$ cat src/gb_bus_config.svh
/*
 * Memory map, register offsets and widths of the console system bus.
 * Included by the packages and by every module that decodes addresses.
 */

`ifndef GB_BUS_CONFIG_SVH
`define GB_BUS_CONFIG_SVH

// Bus widths
`define GB_ADDR_W        16
`define GB_DATA_W        8
`define GB_WRAM_ADDR_W   13

// Work RAM and its echo
`define GB_WRAM_START    16'hC000
`define GB_WRAM_END      16'hDFFF
`define GB_ECHO_START    16'hE000
`define GB_ECHO_END      16'hFDFF

// Boot region runs from 0000 up to this address
`define GB_BOOT_END      16'h0102

// Register page and offsets inside it
`define GB_IO_PAGE       8'hFF
`define GB_REG_BOOTSTRAP 8'h50
`define GB_REG_IF        8'h0F
`define GB_REG_IE        8'hFF

// Number of interrupt sources
`define GB_IRQ_COUNT     5

`endif

$ cat src/gb_bus_pkg.sv
/*
 * Types of the system bus: address word, request, response and the
 * decoded region. Imported by the fabric modules and the testbench.
 */
`default_nettype none

`include "gb_bus_config.svh"

package gb_bus_pkg;

   typedef logic [`GB_DATA_W-1:0]      bus_data_t;
   typedef logic [`GB_WRAM_ADDR_W-1:0] wram_index_t;

   // High byte selects the page, low byte the register in it
   typedef struct packed {
      logic [7:0] page;
      logic [7:0] offset;
   } addr_split_t;

   typedef union packed {
      logic [`GB_ADDR_W-1:0] word;
      addr_split_t           split;
   } bus_addr_t;

   // One byte access per strobe
   typedef struct packed {
      logic      strobe;
      logic      write;
      bus_addr_t addr;
      bus_data_t wdata;
   } bus_req_t;

   typedef struct packed {
      logic      valid;
      bus_data_t data;
   } bus_rsp_t;

   typedef enum logic [2:0] {
      reg_none,
      reg_boot,
      reg_wram,
      reg_bootstrap,
      reg_if,
      reg_ie
   } region_t;

endpackage

`default_nettype wire

$ cat src/gb_irq_pkg.sv
/*
 * Interrupt source numbering and the vector type shared by IF, IE
 * and the outside interrupt sources.
 */
`default_nettype none

`include "gb_bus_config.svh"

package gb_irq_pkg;

   typedef logic [`GB_IRQ_COUNT-1:0] irq_vec_t;

   // Bit positions in IF and IE
   typedef enum logic [2:0] {
      irq_vblank = 3'd0,
      irq_lcdc   = 3'd1,
      irq_timer  = 3'd2,
      irq_serial = 3'd3,
      irq_joypad = 3'd4
   } irq_index_t;

endpackage

`default_nettype wire

$ cat src/interrupt_flags.sv
/*
 * Interrupt flag (IF) and interrupt enable (IE) registers. Sources set
 * IF bits, the bus can overwrite either register, and irq_pending
 * reports a flagged interrupt that is also enabled.
 */
`default_nettype none

`include "gb_bus_config.svh"

module interrupt_flags import gb_bus_pkg::*, gb_irq_pkg::*; (
   input  wire       clock,
   input  wire       reset,
   input  irq_vec_t  irq_source,
   input  wire       if_we,
   input  wire       ie_we,
   input  bus_data_t reg_wdata,
   output irq_vec_t  if_q,
   output irq_vec_t  ie_q,
   output logic      irq_pending
);

   irq_vec_t wr_vec;

   // Only the low bits are backed by flops
   assign wr_vec = reg_wdata[`GB_IRQ_COUNT-1:0];

   always_ff @(posedge clock or posedge reset) begin
      if (reset) begin
         if_q <= '0;
      end else if (if_we) begin
         // Bus write replaces any pulse in the same cycle
         if_q <= wr_vec;
      end else begin
         if_q <= if_q | irq_source;
      end
   end

   always_ff @(posedge clock or posedge reset) begin
      if (reset) begin
         ie_q <= '0;
      end else if (ie_we) begin
         ie_q <= wr_vec;
      end
   end

   // Follows the registers by one cycle
   always_ff @(posedge clock or posedge reset) begin
      if (reset) begin
         irq_pending <= 1'b0;
      end else begin
         irq_pending <= |(if_q & ie_q);
      end
   end

   // The decoder selects at most one register per strobe
   a_single_reg_write: assert property (@(posedge clock) disable iff (reset)
      !(if_we && ie_we));

endmodule

`default_nettype wire

$ cat config.mk
export PLATFORM = sky130hd
export DESIGN_NAME = interrupt_flags
export DESIGN_NICKNAME = d
export VERILOG_FILES = /design/src/gb_bus_pkg.sv /design/src/gb_irq_pkg.sv /design/src/interrupt_flags.sv
export VERILOG_INCLUDE_DIRS = /design/src
export SDC_FILE = /design/constraint.sdc
export NUM_CORES = 1
export LEC_CHECK = 0
export ABC_CLOCK_PERIOD_IN_PS = 1000
export CAP_MARGIN = 10
export CORE_AREA = 2 2 42 44
export DETAILED_ROUTE_END_ITERATION = 10
export DIE_AREA = 0 0 44 46
export DONT_BUFFER_PORTS = 1
export PLACE_DENSITY_LB_ADDON = 0.25
export SLEW_MARGIN = 20
export SYNTH_ARGS = -nofsm -noshare
export SYNTH_HDL_FRONTEND = slang
export SYNTH_SLANG_ARGS = --single-unit
export TNS_END_PERCENT = 100
$ cat constraint.sdc
create_clock -name clock -period 1 [get_ports clock]
set_input_delay 0.2 -clock clock [delete_from_list [all_inputs] [get_ports clock]]
set_output_delay 0.2 -clock clock [all_outputs]
set_load 0.01 [all_outputs]
==> flow_metrics.tcl <==
set metrics [dict create \
    layout.nets 64 \
    finalSetupViolations 0 \
    finalHoldViolCount 0 \
    cts_tree "built" \
    cts_buffer_depth 2 \
    final_common_cell "dfrtp_1" \
    maxCapViolations 0 \
    rows 15 \
    yosysSeqAreaShare_pct 64.9 \
    cp_top_family "flip-flops" \
    worst_clock_skew_ps 1.55 \
    wire_per_inst_um 14.7 \
    cts_root_buf "clkbuf_4" \
    synth.top_cell.area_share_pct 64.9 \
    synth_fp_nets 53 \
    grt_pass1_vias 316 \
    grt_pass1_wl_um 1360 \
    path_cells "buf_6" \
    drc 0 \
    crit_path_max_fanout 2 \
    htree_levels 1 \
    wirelength_um 928 \
    port-buffer-count 0 \
    fillCellCount 166 \
    die_area_sq_um 2020 \
    multiInputGateArea_sq_um 140 \
    finalCritPeriodShare_pct 98.7 \
    rsz0062_at_grt "true" \
    mostFrequentLayoutCells "dfrtp_1 (11), nand2_1 (6)" \
    hp-class "in -> reg" \
    setup_slack_ps 13.0 \
    place_congestion 0.757 \
    fin_util_pct 33.5 \
    status "completed" \
    start_util_pct 26.3 \
    cp.buffers_inverters 1 \
    avgSynthCellArea_sq_um 11.8 \
    synth_warnings 0 \
    syn_area_sq_um 424 \
    drt_first_pass_iters 4 \
    total_leakage_power_nw 0.239 \
    via_per_inst 5.02 \
    die_x_um 44 \
    clk_pin_slew_ps 70 \
    start_kind "flip-flop" \
    peakVddDrop_mv 0.476 \
    post-place-ws_ps 72.8 \
    worst-setup-path-type "reg -> out" \
    cts_buffers 3 \
    dieHeight_um 46 \
    required_ps 800 \
    critical_path_arrival_ps 790 \
    pin_count 28 \
    grtUsageTotal_pct 9.93 \
    antenna_found_initial 0 \
    period_minus_slack_ps 987 \
    slew-limit-headroom_pct 72.4 \
    core_area_sq_um 1610 \
    drv_slew 0 \
    grt_max_degree 12 \
    n_antenna_cell 0 \
    synth.distinct_cells 9 \
    ys_seq_elements 11 \
    ff_latch_area_sq_um 275 \
    via_count 316 \
    worstMarginPinSlew_ps 413 \
    grt_overflow_total 0 \
    postRouteAntennaNets 0 \
    slowest_stage "dfrtp_1" \
    drtIter0Drc 3 \
    critPathCaptureType "primary output" \
    drive_gt1_share_pct 30.4 \
    fmax_ghz 1.01 \
    syn_inst 36 \
    synth_top_area_cell "dfrtp_1" \
    slowest_delay_ps 400 \
    cts.sinks 11 \
    p_per_area_nw_per_um2 1760 \
    areaGrowthSynthToFinish_pct 27.4 \
    ys_top_cells_by_area "dfrtp_1 (65%), mux2_2 (13%), o21ai_0 (5.9%), nand2_1 (5.3%), nor2_1 (4.4%)" \
    clkLatencyLatePin_ps 260 \
]
==> cell usage after synthesis, drive strengths merged <==
library cell / number
mux2: 5
a22oi: 1
dfrtp: 11
a222oi: 1
o21ai: 5
nand2: 6
nor2: 5
buf: 1
inv: 1
==> cell type report <==
class / instances / share of cell area, %
Tap cell: 17 / 3.94
Multi-Input combinational cell: 23 / 25.9
Clock buffer: 4 / 4.86
Inverter: 1 / 0.694
Timing Repair Buffer: 7 / 13.7
Sequential cell: 11 / 50.9
==> report_power, final <==
group | switching [mW] | total [mW] | internal, mW
clock | 0.140 | 0.295 | 0.154
combinational | 0.0490 | 0.124 | 0.0751
sequential | 0.0455 | 0.534 | 0.488
total | 0.235 | 0.953 | 0.718
==> cell families after synthesis <==
family	count (synthesis)	synth area share (%)
flip-flops	11	64.9
AND/OR/NAND/NOR	11	9.73
AO/OA/AOI/OAI	7	10.0
multiplexers	5	13.3
buffers and inverters	2	2.06
==> flip-flops by register name (all words and copies together) (netlist names) <==
name,count
if_q,5
irq_pending,1
ie_q,5
==> worst paths after layout <==
path                                          start                    end  slack [ps]  cells past startpoint
worst min-delay path                          if_we      if_q[0]$_DFF_PP0_          40                      1
worst min register to register  ie_q[0]$_DFFE_PP0P_  irq_pending$_DFF_PP0_         540                      2
worst max-delay path              if_q[0]$_DFF_PP0_                if_q[0]          10                      1
max in group asynchronous                     reset      if_q[2]$_DFF_PP0_         340                      2
worst max register to register    if_q[4]$_DFF_PP0_  irq_pending$_DFF_PP0_          40                      3
min in group asynchronous                     reset    ie_q[2]$_DFFE_PP0P_         370                      2
==> repair_timing <==
action	in CTS	in global routing
buffers inserted	0	1
cloned	0	0
hold endpoints to repair	11	0
hold buffers	1	0
pin swaps	0	0
resized for setup	4	1
setup endpoints to repair	4	5
==> per-layer routing <==
metal,global-route usage (%),part of all wire (%),up-vias
li1,-,-,142
met1,9.85,37,152
met2,15.3,46,22
met3,7.14,16,0
met4,5.45,0,0
met5,0,0,-
==> metrics by stage <==
step	cells	area [sq um]	power (mW)	hold WS [ps]	TNS (ps)
2_1_floorplan	36	424	0.603	52.4	0
3_3_place_gp	57	478	0.643	85.1	0
3_5_place_dp	57	478	0.649	106	0
4_1_cts	62	529	0.971	29.2	-13.0
5_1_grt	63	541	1.01	24.4	-96.2
6_report	63	541	0.953	39.6	0
(Power assumes the default switching activity.)
