[src/gb_bus_config.svh]
/*
 * Memory map, register offsets and widths of the console system bus.
 * Included by the packages and by every module that decodes addresses.
 */

`ifndef GB_BUS_CONFIG_SVH
`define GB_BUS_CONFIG_SVH

// Bus widths
`define GB_ADDR_W        16
`define GB_DATA_W        8
`define GB_WRAM_ADDR_W   13

// Work RAM and its echo
`define GB_WRAM_START    16'hC000
`define GB_WRAM_END      16'hDFFF
`define GB_ECHO_START    16'hE000
`define GB_ECHO_END      16'hFDFF

// Boot region runs from 0000 up to this address
`define GB_BOOT_END      16'h0102

// Register page and offsets inside it
`define GB_IO_PAGE       8'hFF
`define GB_REG_BOOTSTRAP 8'h50
`define GB_REG_IF        8'h0F
`define GB_REG_IE        8'hFF

// Number of interrupt sources
`define GB_IRQ_COUNT     5

`endif

[src/gb_bus_pkg.sv]
/*
 * Types of the system bus: address word, request, response and the
 * decoded region. Imported by the fabric modules and the testbench.
 */
`default_nettype none

`include "gb_bus_config.svh"

package gb_bus_pkg;

   typedef logic [`GB_DATA_W-1:0]      bus_data_t;
   typedef logic [`GB_WRAM_ADDR_W-1:0] wram_index_t;

   // High byte selects the page, low byte the register in it
   typedef struct packed {
      logic [7:0] page;
      logic [7:0] offset;
   } addr_split_t;

   typedef union packed {
      logic [`GB_ADDR_W-1:0] word;
      addr_split_t           split;
   } bus_addr_t;

   // One byte access per strobe
   typedef struct packed {
      logic      strobe;
      logic      write;
      bus_addr_t addr;
      bus_data_t wdata;
   } bus_req_t;

   typedef struct packed {
      logic      valid;
      bus_data_t data;
   } bus_rsp_t;

   typedef enum logic [2:0] {
      reg_none,
      reg_boot,
      reg_wram,
      reg_bootstrap,
      reg_if,
      reg_ie
   } region_t;

endpackage

`default_nettype wire

[src/gb_irq_pkg.sv]
/*
 * Interrupt source numbering and the vector type shared by IF, IE
 * and the outside interrupt sources.
 */
`default_nettype none

`include "gb_bus_config.svh"

package gb_irq_pkg;

   typedef logic [`GB_IRQ_COUNT-1:0] irq_vec_t;

   // Bit positions in IF and IE
   typedef enum logic [2:0] {
      irq_vblank = 3'd0,
      irq_lcdc   = 3'd1,
      irq_timer  = 3'd2,
      irq_serial = 3'd3,
      irq_joypad = 3'd4
   } irq_index_t;

endpackage

`default_nettype wire

[src/memory_map.sv]
/*
 * Address decoder of the system bus. Folds work and echo RAM onto one
 * RAM index, holds the bootstrap register, forwards boot reads to flash
 * and returns one registered response per strobe.
 */
`default_nettype none

`include "gb_bus_config.svh"

module memory_map import gb_bus_pkg::*, gb_irq_pkg::*; (
   input  wire                   clock,
   input  wire                   reset,
   input  bus_req_t              req,
   input  bus_data_t             flash_data,
   input  bus_data_t             wram_rdata,
   input  irq_vec_t              if_q,
   input  irq_vec_t              ie_q,
   output bus_rsp_t              rsp,
   output logic [`GB_ADDR_W-1:0] flash_addr,
   output logic                  wram_we,
   output logic                  wram_re,
   output wram_index_t           wram_addr,
   output bus_data_t             wram_wdata,
   output logic                  if_we,
   output logic                  ie_we,
   output bus_data_t             reg_wdata
);

   localparam int PAD_W = `GB_DATA_W - `GB_IRQ_COUNT;

   bus_data_t             bootstrap_q;
   logic                  hit_boot, hit_wram, hit_echo, hit_io;
   logic                  hit_bootstrap, hit_if, hit_ie, hit_none;
   region_t               region;
   region_t               region_q;
   bus_data_t             src_byte;
   bus_data_t             byte_q;
   logic                  valid_q;
   logic                  rd, wr;

   assign rd = req.strobe & ~req.write;
   assign wr = req.strobe & req.write;

   // Whole-word range checks
   assign hit_boot = (req.addr.word <= `GB_BOOT_END) & ~bootstrap_q[0];
   assign hit_wram = (req.addr.word >= `GB_WRAM_START) & (req.addr.word <= `GB_WRAM_END);
   assign hit_echo = (req.addr.word >= `GB_ECHO_START) & (req.addr.word <= `GB_ECHO_END);

   // Register page, then offset
   assign hit_io        = (req.addr.split.page == `GB_IO_PAGE);
   assign hit_bootstrap = hit_io & (req.addr.split.offset == `GB_REG_BOOTSTRAP);
   assign hit_if        = hit_io & (req.addr.split.offset == `GB_REG_IF);
   assign hit_ie        = hit_io & (req.addr.split.offset == `GB_REG_IE);
   assign hit_none = ~(hit_boot | hit_wram | hit_echo | hit_bootstrap | hit_if | hit_ie);

   always_comb begin
      region = reg_none;
      if (hit_boot) begin
         region = reg_boot;
      end else if (hit_wram | hit_echo) begin
         region = reg_wram;
      end else if (hit_bootstrap) begin
         region = reg_bootstrap;
      end else if (hit_if) begin
         region = reg_if;
      end else if (hit_ie) begin
         region = reg_ie;
      end
   end

   // Work and echo both start on an 8 KiB boundary, so the low bits are the index
   assign wram_addr  = req.addr.word[`GB_WRAM_ADDR_W-1:0];
   assign wram_wdata = req.wdata;
   assign wram_we    = wr & (region == reg_wram);
   assign wram_re    = rd & (region == reg_wram);

   assign if_we     = wr & (region == reg_if);
   assign ie_we     = wr & (region == reg_ie);
   assign reg_wdata = req.wdata;

   assign flash_addr = req.addr.word;

   // Bit 0 hides the boot region once set
   always_ff @(posedge clock or posedge reset) begin
      if (reset) begin
         bootstrap_q <= '0;
      end else if (wr & (region == reg_bootstrap)) begin
         bootstrap_q <= req.wdata;
      end
   end

   // Byte of the non-RAM sources
   always_comb begin
      case (region)
         reg_boot:      src_byte = flash_data;
         reg_bootstrap: src_byte = bootstrap_q;
         reg_if:        src_byte = {{PAD_W{1'b0}}, if_q};
         reg_ie:        src_byte = {{PAD_W{1'b0}}, ie_q};
         default:       src_byte = '0;
      endcase
   end

   always_ff @(posedge clock or posedge reset) begin
      if (reset) begin
         valid_q  <= 1'b0;
         region_q <= reg_none;
         byte_q   <= '0;
      end else begin
         valid_q  <= req.strobe;
         // Writes answer with zero
         region_q <= rd ? region : reg_none;
         byte_q   <= rd ? src_byte : '0;
      end
   end

   assign rsp = '{valid: valid_q,
                  data:  (region_q == reg_wram) ? wram_rdata : byte_q};

   // Decode terms never overlap on a live strobe
   a_region_onehot: assert property (@(posedge clock) disable iff (reset)
      req.strobe |-> $onehot({hit_boot, hit_wram, hit_echo, hit_bootstrap,
                              hit_if, hit_ie, hit_none}));

   // A response only follows a strobe
   a_rsp_after_strobe: assert property (@(posedge clock) disable iff (reset)
      $rose(rsp.valid) |-> $past(req.strobe));

endmodule

`default_nettype wire

[config.mk]
export PLATFORM = sky130hd
export DESIGN_NAME = memory_map
export DESIGN_NICKNAME = d
export VERILOG_FILES = /design/src/gb_bus_pkg.sv /design/src/gb_irq_pkg.sv /design/src/memory_map.sv
export VERILOG_INCLUDE_DIRS = /design/src
export SDC_FILE = /design/constraint.sdc
export NUM_CORES = 1
export LEC_CHECK = 0
export ABC_AREA = 1
export BUFFER_PORTS_ARGS = -buffer_cell sky130_fd_sc_hd__buf_2
export CAP_MARGIN = 20
export CORE_ASPECT_RATIO = 1.5
export CORE_UTILIZATION = 38
export DETAILED_ROUTE_END_ITERATION = 10
export PLACE_DENSITY = 0.77
export SLEW_MARGIN = 5
export SYNTH_ARGS = -nofsm -noshare
export SYNTH_HDL_FRONTEND = slang
export SYNTH_SLANG_ARGS = --single-unit
[constraint.sdc]
create_clock -name clock -period 1.5 [get_ports clock]
set_clock_uncertainty 0.1 [all_clocks]
set_input_delay 0.3 -clock clock [delete_from_list [all_inputs] [get_ports clock]]
set_output_delay 0.3 -clock clock [all_outputs]
set_load 0.005 [all_outputs]
==> impl_metrics.env, run 1 <==
export IMPL_end_kind="primary output"
export IMPL_critPathMaxFanout=8
export IMPL_track_usage=0.1608
export IMPL_final_nets=362
export IMPL_slowest_delay_ns=0.38
export IMPL_insertion_delay_ns=0.26
export IMPL_drc=0
export IMPL_synth_top_cells_by_area="dfrtp_1 31%, buf_4 21%, nand2_1 9.2%"
export IMPL_antenna_found_initial=0
export IMPL_fillCellCount=344
export IMPL_path_common_cell="buf_6"
export IMPL_finalHoldViolations=0
export IMPL_io_buffer_count=111
export IMPL_vias=1640
export IMPL_drive_above_1_share=0.6906
export IMPL_cp_arrival_ns=1.57
export IMPL_r2r_setup_slack_ns=0.16
export IMPL_grt_first_pass_wirelength_um=5906
export IMPL_required_ns=1.10
export IMPL_clockBufferDepth=2
export IMPL_synth_top_cell_area_share=0.3053
export IMPL_post_place_cells=337
export IMPL_initial_utilization=0.4068
export IMPL_synth_area_um2=1639
export IMPL_cp_slowest_cell="or3b_1"
export IMPL_grt_max_degree=21
export IMPL_power_density_nw_per_um2=510.2
export IMPL_ys_warnings_count=0
export IMPL_synth_nets=252
export IMPL_coreArea_um2=4029
export IMPL_cts_buffers=3
export IMPL_crit_chain="or3b_1, buf_6, mux2_4, buf_6"
export IMPL_period_minus_slack_ns=1.974
export IMPL_drtAntennaViolNets=0
export IMPL_total_power_uw=1306
export IMPL_postLayoutCellArea_um2=2559
export IMPL_place_gp_congestion=0.7703
export IMPL_hold_path_class="input port to flop"
export IMPL_rsz0062_at_grt="true"
export IMPL_fin_ws_ns=-0.4739
export IMPL_path_clk_slew_ns=0.07
export IMPL_worst_pin_slew_ns=0.2470
export IMPL_timing_hold_ws_ns=0.07541
export IMPL_syn_inst=198
export IMPL_placed_area_um2=2153
export IMPL_power_leakage_uw=0.001463
export IMPL_antenna_cells=0
export IMPL_multi_input_area_um2=829.5
export IMPL_synth_top_cell_by_area="dfrtp_1"
export IMPL_die_x_um=55.63
export IMPL_cts_tree="built"
export IMPL_die_h_um=82.44
export IMPL_cts_htree_levels=1
export IMPL_fmax_ghz=0.5066
export IMPL_ys_seq_elements=20
export IMPL_clock_sinks=20
export IMPL_seqCellArea_um2=500.5
export IMPL_syn_area_per_cell_um2=8.278
export IMPL_drtPass1Iterations=4
export IMPL_viasPerCell=4.659
export IMPL_drt_wirelength_per_cell_um=12.30
export IMPL_dieArea_um2=4585
export IMPL_setup_viol=9
export IMPL_stdcell_count=352
export IMPL_fin_crit_sh=1.316
export IMPL_ir_worst_vdd_mv=0.4341
export IMPL_clock_root_buffer="clkbuf_8"
export IMPL_max_cap_violations=0
export IMPL_violations="setup timing"
export IMPL_hpwl_um=3164
export IMPL_critPathLaunchType="flop"
export IMPL_status="finished with violations"
export IMPL_slew_headroom=0.8353
export IMPL_synth_cell_types=24
export IMPL_ios=112
export IMPL_slew_violations=0
export IMPL_path_class="flop to primary output"
export IMPL_ys_seq_area_frac=0.3053
export IMPL_fin_tns_setup_ns=-3.802
export IMPL_grt_pass1_vias=1414
export IMPL_synthToLayoutAreaGrowth_pct=56.11
export IMPL_routed_wl_um=4328
export IMPL_drt_iter0_drc=18
export IMPL_rows=28
export IMPL_grt_overflow=0
## layout make-up
type,count,area share
Timing Repair Buffer,153,0.4103
Multi-Input combinational cell,112,0.3242
Sequential cell,20,0.1956
Inverter,18,0.02641
Tap cell,45,0.02200
Clock buffer,4,0.02152
## timing repair
item                                    4_1_cts  5_1_grt
hold buffers                                  1        0
cloned                                        0        0
hold endpoints to repair                     20        0
buffers inserted                              5        6
resized for setup                            11       61
pin swaps                                     7       24
endpoints found under the setup margin        9       20
## synth_stat cells
cell type and n:
a21oi_2 3, o21ai_2 1, nand2_4 2, nand2_1 40
nor3_1 2, inv_1 15, nor2_1 16, buf_6 1
mux2_4 8, nand4_1 7, inv_2 3, dfrtp_1 20
mux2_1 8, nand3_1 13, and2_1 1, nand2_8 1
nand2_2 1, and3_1 1, clkbuf_1 1, or3b_1 1
a41oi_1 1, buf_4 46, nor2_2 2, nor2_4 4
## final timing paths
kind,from,endpoint,cells after the start
worst min register to register,bootstrap_q[1],bootstrap_q[1],1
max in group asynchronous,reset,bootstrap_q[6],4
worst max register to register,bootstrap_q[0],byte_q[5],9
worst min-delay path,req[25],valid_q,1
worst max-delay path,region_q[0],rsp[7],4
min in group asynchronous,reset,byte_q[6],4
## worst max-delay path: cells and delay by family, from the launching register on
kind,cells,cell delay [ns]
buffers and inverters,2,0.28
DFF,1,0.36
muxes,1,0.30
and+or+nand+nor,1,0.38
## registers in the layout (all words and copies together), names as in the netlist
register and count:
bootstrap_q 8, region_q 3, valid_q 1, byte_q 8
## logic make-up after synthesis
| logic type | count (synthesis) | share of synthesized area |
|---|---|---|
| AND/OR/NAND/NOR | 91 | 0.2786 |
| buffers and inverters | 66 | 0.2611 |
| flip-flops | 20 | 0.3053 |
| multiplexers | 16 | 0.1282 |
| AO/OA/AOI/OAI | 5 | 0.02672 |
## placed cells by master, fill, tap and decap left out, drive strengths merged
| cell | n |
|---|---|
| and3 | 1 |
| buf | 152 |
| clkbuf | 4 |
| and2 | 1 |
| nand3 | 13 |
| mux2 | 16 |
| nand4 | 7 |
| dlygate4sd3 | 1 |
| or3b | 1 |
| nand2 | 44 |
| o21ai | 1 |
| nor2 | 22 |
| nor3 | 2 |
| a21oi | 3 |
| inv | 18 |
| dfrtp | 20 |
| a41oi | 1 |
## where the power goes
| group | total, µW | internal (µW) | switching (µW) |
|---|---|---|---|
| sequential | 541 | 541 | 0.487 |
| combinational | 353 | 202 | 152 |
| clock | 411 | 234 | 177 |
| total | 1310 | 976 | 330 |
## stage by stage
stage                     setup WS, ns  utilization
after floorplan               -0.07525            -
after global placement         -0.1997       0.5345
after detailed placement       -0.2263       0.5345
after CTS                      -0.4842       0.5702
after global routing           -0.5057       0.6351
final                          -0.4739       0.6351
## per-layer routing
layer | part of all wire | wire, µm | up-vias | global-route usage
met5 | 0 | 0 | - | 0
met4 | 0.037 | 158 | 0 | 0.06500
li1 | - | - | 804 | -
met3 | 0.063 | 273 | 16 | 0.02181
met1 | 0.35 | 1530 | 744 | 0.1652
met2 | 0.55 | 2365 | 76 | 0.3253
No activity file was read; power rests on OpenSTA's default activity.
==> run 2: changes to the inputs <==
--- a/config.mk
+++ b/config.mk
@@ -12,7 +12,7 @@
 export CORE_ASPECT_RATIO = 1.5
 export CORE_UTILIZATION = 38
 export DETAILED_ROUTE_END_ITERATION = 10
-export PLACE_DENSITY = 0.77
+export PLACE_DENSITY_LB_ADDON = 0.08
 export SLEW_MARGIN = 5
 export SYNTH_ARGS = -nofsm -noshare
 export SYNTH_HDL_FRONTEND = slang
==> run 2 against run 1 <==
Compared with the run above:
- the flow still finishes with violations (setup timing)
- non-clock buffer count fell by 1
- global-route usage rose by 0.40 points
- die area did not move
- maximum frequency rose by 0.84%
- critical path depth did not move
- worst hold slack improved by 0.0050 ns
- largest cell class unchanged
- highest routed layer unchanged
==> impl_metrics.env, run 2 (synthesis gave the netlist of run 1 again) <==
export IMPL_final_cell_mix="89 x buf_2, 41 x buf_4, 30 x nand2_1"
export IMPL_grt_overflow=0
export IMPL_end_kind="primary output"
export IMPL_final_util=0.6224
export IMPL_fin_tns_setup_ns=-3.668
export IMPL_fin_crit_sh=1.305
export IMPL_place_ws_ns=-0.2142
export IMPL_rows=28
export IMPL_clock_sinks=20
export IMPL_routed_wl_um=3726
export IMPL_clock_root_buffer="clkbuf_8"
export IMPL_layout_commonest_cell="buf_2"
export IMPL_die_h_um=82.44
export IMPL_drt_wirelength_per_cell_um=10.62
export IMPL_slowest_delay_ns=0.38
export IMPL_place_gp_congestion=0.8490
export IMPL_clockBufferDepth=2
export IMPL_power_leakage_uw=0.001438
export IMPL_min_from="req[25]"
export IMPL_critPathLaunchType="flop"
export IMPL_critical_path_top_delay_family="simple AND/OR/NAND/NOR gates"
export IMPL_grt_max_degree=21
export IMPL_fin_ws_ns=-0.4574
export IMPL_crit_chain="or3b_1, buf_6, mux2_4, buf_6"
export IMPL_hpwl_um=3149
export IMPL_r2r_setup_slack_ns=0.22
export IMPL_largestRegisters="bootstrap_q x8, byte_q x8, region_q x3"
export IMPL_rr_worst_depth=9
export IMPL_holdPathEnd="valid_q"
export IMPL_drc=0
export IMPL_drive_above_1_share=0.6830
export IMPL_hold_path_class="input port to flop"
export IMPL_antenna_cells=0
export IMPL_insertion_delay_ns=0.25
export IMPL_drt_iter0_drc=23
export IMPL_die_x_um=55.63
export IMPL_final_nets=361
export IMPL_dieArea_um2=4585
export IMPL_viasPerCell=4.484
export IMPL_initial_utilization=0.4068
export IMPL_path_depth=4
export IMPL_worst_pin_slew_ns=0.2463
export IMPL_required_ns=1.10
export IMPL_rsz0062_at_grt="true"
export IMPL_fmax_ghz=0.5109
export IMPL_slew_headroom=0.8358
export IMPL_cp_arrival_ns=1.56
export IMPL_critPathMaxFanout=8
export IMPL_path_clk_slew_ns=0.07
export IMPL_ir_worst_vdd_mv=0.6359
export IMPL_drtPass1Iterations=5
export IMPL_path_common_cell="buf_6"
export IMPL_r2r_end="byte_q[6]"
export IMPL_cts_tree="built"
export IMPL_setup_viol=9
export IMPL_cp_slowest_cell="or3b_1"
export IMPL_hold_depth=1
export IMPL_max_cap_violations=0
export IMPL_timing_hold_ws_ns=0.08039
export IMPL_vias=1574
export IMPL_finalHoldViolations=0
export IMPL_drtAntennaViolNets=0
export IMPL_io_buffer_count=111
export IMPL_cts_buffers=3
export IMPL_status="finished with violations"
export IMPL_coreArea_um2=4029
export IMPL_antenna_found_initial=0
export IMPL_synthToLayoutAreaGrowth_pct=52.98
export IMPL_ios=112
export IMPL_period_minus_slack_ns=1.957
export IMPL_path_class="flop to primary output"
export IMPL_power_density_nw_per_um2=506.5
export IMPL_r2r_start="bootstrap_q[0]"
export IMPL_track_usage=0.1648
export IMPL_cts_htree_levels=1
export IMPL_grt_first_pass_wirelength_um=5961
export IMPL_cp_num_buf_inv=2
export IMPL_grt_pass1_vias=1399
export IMPL_violations="setup timing"
export IMPL_slew_violations=0
==> run 2: how the worst max path moves through the flow <==
stage | startpoint | end | slack [ns]
2_1_floorplan | region_q[0] | rsp[0] | -0.08
3_3_place_gp | region_q[0] | rsp[6] | -0.20
3_5_place_dp | region_q[0] | rsp[7] | -0.21
4_1_cts | region_q[2] | rsp[7] | -0.47
5_1_grt | region_q[0] | rsp[5] | -0.51
6_report | region_q[0] | rsp[7] | -0.46
==> run 2: cell type report <==
type | count | area, µm²
fill | 353 | 1521
multi-input combinational | 112 | 818.3
clock buffer | 4 | 55.05
sequential | 20 | 500.5
tap | 45 | 56.30
inverter | 18 | 70.07
timing repair buffer | 152 | 1007
==> run 2: timing repair <==
action	CTS	global route
pin swaps	18	15
endpoints found under the setup margin	12	19
buffers inserted	3	1
hold buffers	1	0
endpoints found under the hold margin	20	0
gates resized for setup	35	20
==> run 2: metrics by stage <==
| stage | power [µW] | cells | instance area (µm²) |
|---|---|---|---|
| after floorplan | 712.5 | 198 | 1679 |
| after global placement | 833.5 | 342 | 2191 |
| after detailed placement | 835.0 | 342 | 2191 |
| after CTS | 1264 | 350 | 2412 |
| after global routing | 1340 | 351 | 2507 |
| final | 1270 | 351 | 2507 |
==> run 2: layer usage <==
metal  share of wire  global-route usage  routed length [µm]
met5               0                   0                   0
met4          0.0091             0.05250                  34
met3           0.084             0.02492                 314
met2            0.54              0.3241                2012
met1            0.37              0.1806                1365
==> run 2: report_power, final <==
part / switching (µW) / internal (µW) / total [µW]
Clock: 162 / 233 / 395
Sequential: 0.451 / 541 / 542
Combinational: 142 / 192 / 334
==> run 3: changes to the inputs <==
==> constraint.sdc (replaced) <==
create_clock -name clock -period 1.7 [get_ports clock]
set_clock_uncertainty 0.1 [all_clocks]
set_input_delay 0.34 -clock clock [delete_from_list [all_inputs] [get_ports clock]]
set_output_delay 0.34 -clock clock [all_outputs]
set_load 0.005 [all_outputs]
==> run 3 against run 2 <==
Compared with the run above:
- the flow still finishes with violations (setup timing)
- sequential share of layout area up 2.9 points
- critical path depth down 1
- worst setup slack better by 0.19 ns
- final area down 13%
- wire length down 1.7%
- clock-buffer cell count unchanged
- register-to-register slack better by 0.17 ns
- sequential power down 12%
- sequential cell count unchanged
- global-route usage down 0.21 points
==> impl_metrics.env, run 3 (synthesis gave the netlist of run 1 again) <==
export IMPL_multi_input_area_um2=757.0
export IMPL_critical_path_top_delay_family="simple AND/OR/NAND/NOR gates"
export IMPL_coreArea_um2=4029
export IMPL_grt_first_pass_wirelength_um=5871
export IMPL_rsz0062_at_grt="true"
export IMPL_grt_pass1_vias=1416
export IMPL_startpoint="region_q[0]"
export IMPL_power_density_nw_per_um2=487.1
export IMPL_grt_overflow=0
export IMPL_final_nets=344
export IMPL_period_minus_slack_ns=1.968
export IMPL_drc=0
export IMPL_track_usage=0.1627
export IMPL_required_ns=1.26
export IMPL_drt_iter0_drc=23
export IMPL_setup_viol=8
export IMPL_critPathMaxFanout=8
export IMPL_clockBufferDepth=2
export IMPL_clock_root_buffer="clkbuf_8"
export IMPL_finalHoldViolations=0
export IMPL_drive_above_1_share=0.6159
export IMPL_max_cap_violations=0
export IMPL_total_power_uw=1068
export IMPL_end_kind="primary output"
export IMPL_fin_ws_ns=-0.2684
export IMPL_dieArea_um2=4585
export IMPL_drtPass1Iterations=4
export IMPL_clock_sinks=20
export IMPL_cp_num_buf_inv=1
export IMPL_synthToLayoutAreaGrowth_pct=33.74
export IMPL_cts_htree_levels=1
export IMPL_fillCellCount=420
export IMPL_antenna_found_initial=0
export IMPL_initial_utilization=0.4068
export IMPL_r2r_start="bootstrap_q[0]"
export IMPL_path_clk_slew_ns=0.07
export IMPL_worst_pin_slew_ns=0.2523
export IMPL_hold_path_class="input port to flop"
export IMPL_crit_chain="or3b_4, mux2_1, buf_2"
export IMPL_insertion_delay_ns=0.26
export IMPL_place_gp_congestion=0.7876
export IMPL_final_util=0.5441
export IMPL_routed_wl_um=3661
export IMPL_drtAntennaViolNets=0
export IMPL_die_x_um=55.63
export IMPL_largestRegisters="bootstrap_q x8, byte_q x8, region_q x3"
export IMPL_rows=28
export IMPL_cp_arrival_ns=1.53
export IMPL_layout_commonest_cell="buf_2"
export IMPL_grt_max_degree=21
export IMPL_viasPerCell=4.545
export IMPL_drt_wirelength_per_cell_um=10.96
export IMPL_placed_area_um2=2041
export IMPL_status="finished with violations"
export IMPL_io_buffer_count=111
export IMPL_ios=112
export IMPL_final_cell_mix="107 x buf_2, 34 x nand2_1, 25 x buf_4"
export IMPL_cts_buffers=3
export IMPL_fin_crit_sh=1.158
export IMPL_ir_worst_vdd_mv=0.4815
export IMPL_antenna_cells=0
export IMPL_path_class="flop to primary output"
export IMPL_min_from="req[25]"
export IMPL_cts_tree="built"
export IMPL_die_h_um=82.44
export IMPL_cp_slowest_cell="or3b_4"
export IMPL_fin_tns_setup_ns=-2.114
export IMPL_power_leakage_uw=0.001290
export IMPL_fmax_ghz=0.5080
export IMPL_postLayoutCellArea_um2=2192
export IMPL_vias=1518
export IMPL_slew_headroom=0.8296
export IMPL_slew_violations=0
export IMPL_violations="setup timing"
export IMPL_post_place_cells=326
export IMPL_hpwl_um=3168
export IMPL_stdcell_count=334
export IMPL_seqCellArea_um2=500.5
export IMPL_slowest_delay_ns=0.46
export IMPL_critPathLaunchType="flop"
## run 3: cell type report
class	instances	area share
Timing Repair Buffer	135	0.3447
Clock buffer	4	0.02511
Multi-Input combinational cell	112	0.3453
Tap cell	45	0.02568
Sequential cell	20	0.2283
Inverter	18	0.03082
## run 3: layer usage
metal | vias to the layer above | global-route usage | routed length, µm
met5 | - | 0 | 0
met1 | 674 | 0.1688 | 1342
met2 | 72 | 0.3337 | 2012
met3 | 4 | 0.02181 | 259
met4 | 0 | 0.05250 | 46
li1 | 768 | - | -
## run 3: per-stage QoR
step,worst slack [ns],hold slack [ns]
6_report,-0.2684,0.1208
5_1_grt,-0.3145,0.1124
4_1_cts,-0.2849,0.1166
3_5_place_dp,-0.1196,0.2721
3_3_place_gp,-0.08302,0.2725
2_1_floorplan,0.02415,0.2038
## run 3: what timing repair did
item	CTS	global route
resized for setup	3	19
buffers inserted	0	3
hold buffers	1	0
pin swaps	1	15
hold endpoints to repair	11	0
endpoints found under the setup margin	8	10
## run 3: final timing paths
kind                                  end  slack, ns  cells past startpoint
hold / removal                    valid_q       0.12                      1
setup / recovery                   rsp[4]      -0.27                      3
max in group asynchronous         valid_q       0.76                      4
setup reg to reg                byte_q[6]       0.39                      9
hold reg to reg            bootstrap_q[3]       0.42                      1
min in group asynchronous       byte_q[6]       0.53                      4
## run 3: where the power goes
part	internal, µW	total (µW)	switching (µW)
clock network	206	353	148
logic	123	237	113
registers	477	478	0.335
total	807	1070	261
## run 3: worst register-to-register path: stages (launching register included)
cell and delay, ns:
dfrtp_1 0.40, nor2_1 0.10, nand2_1 0.05, nor2_1 0.12, nand2_1 0.08, nand2_1 0.08
nand2_2 0.07, nand2_4 0.10, inv_2 0.06, a21oi_2 0.09
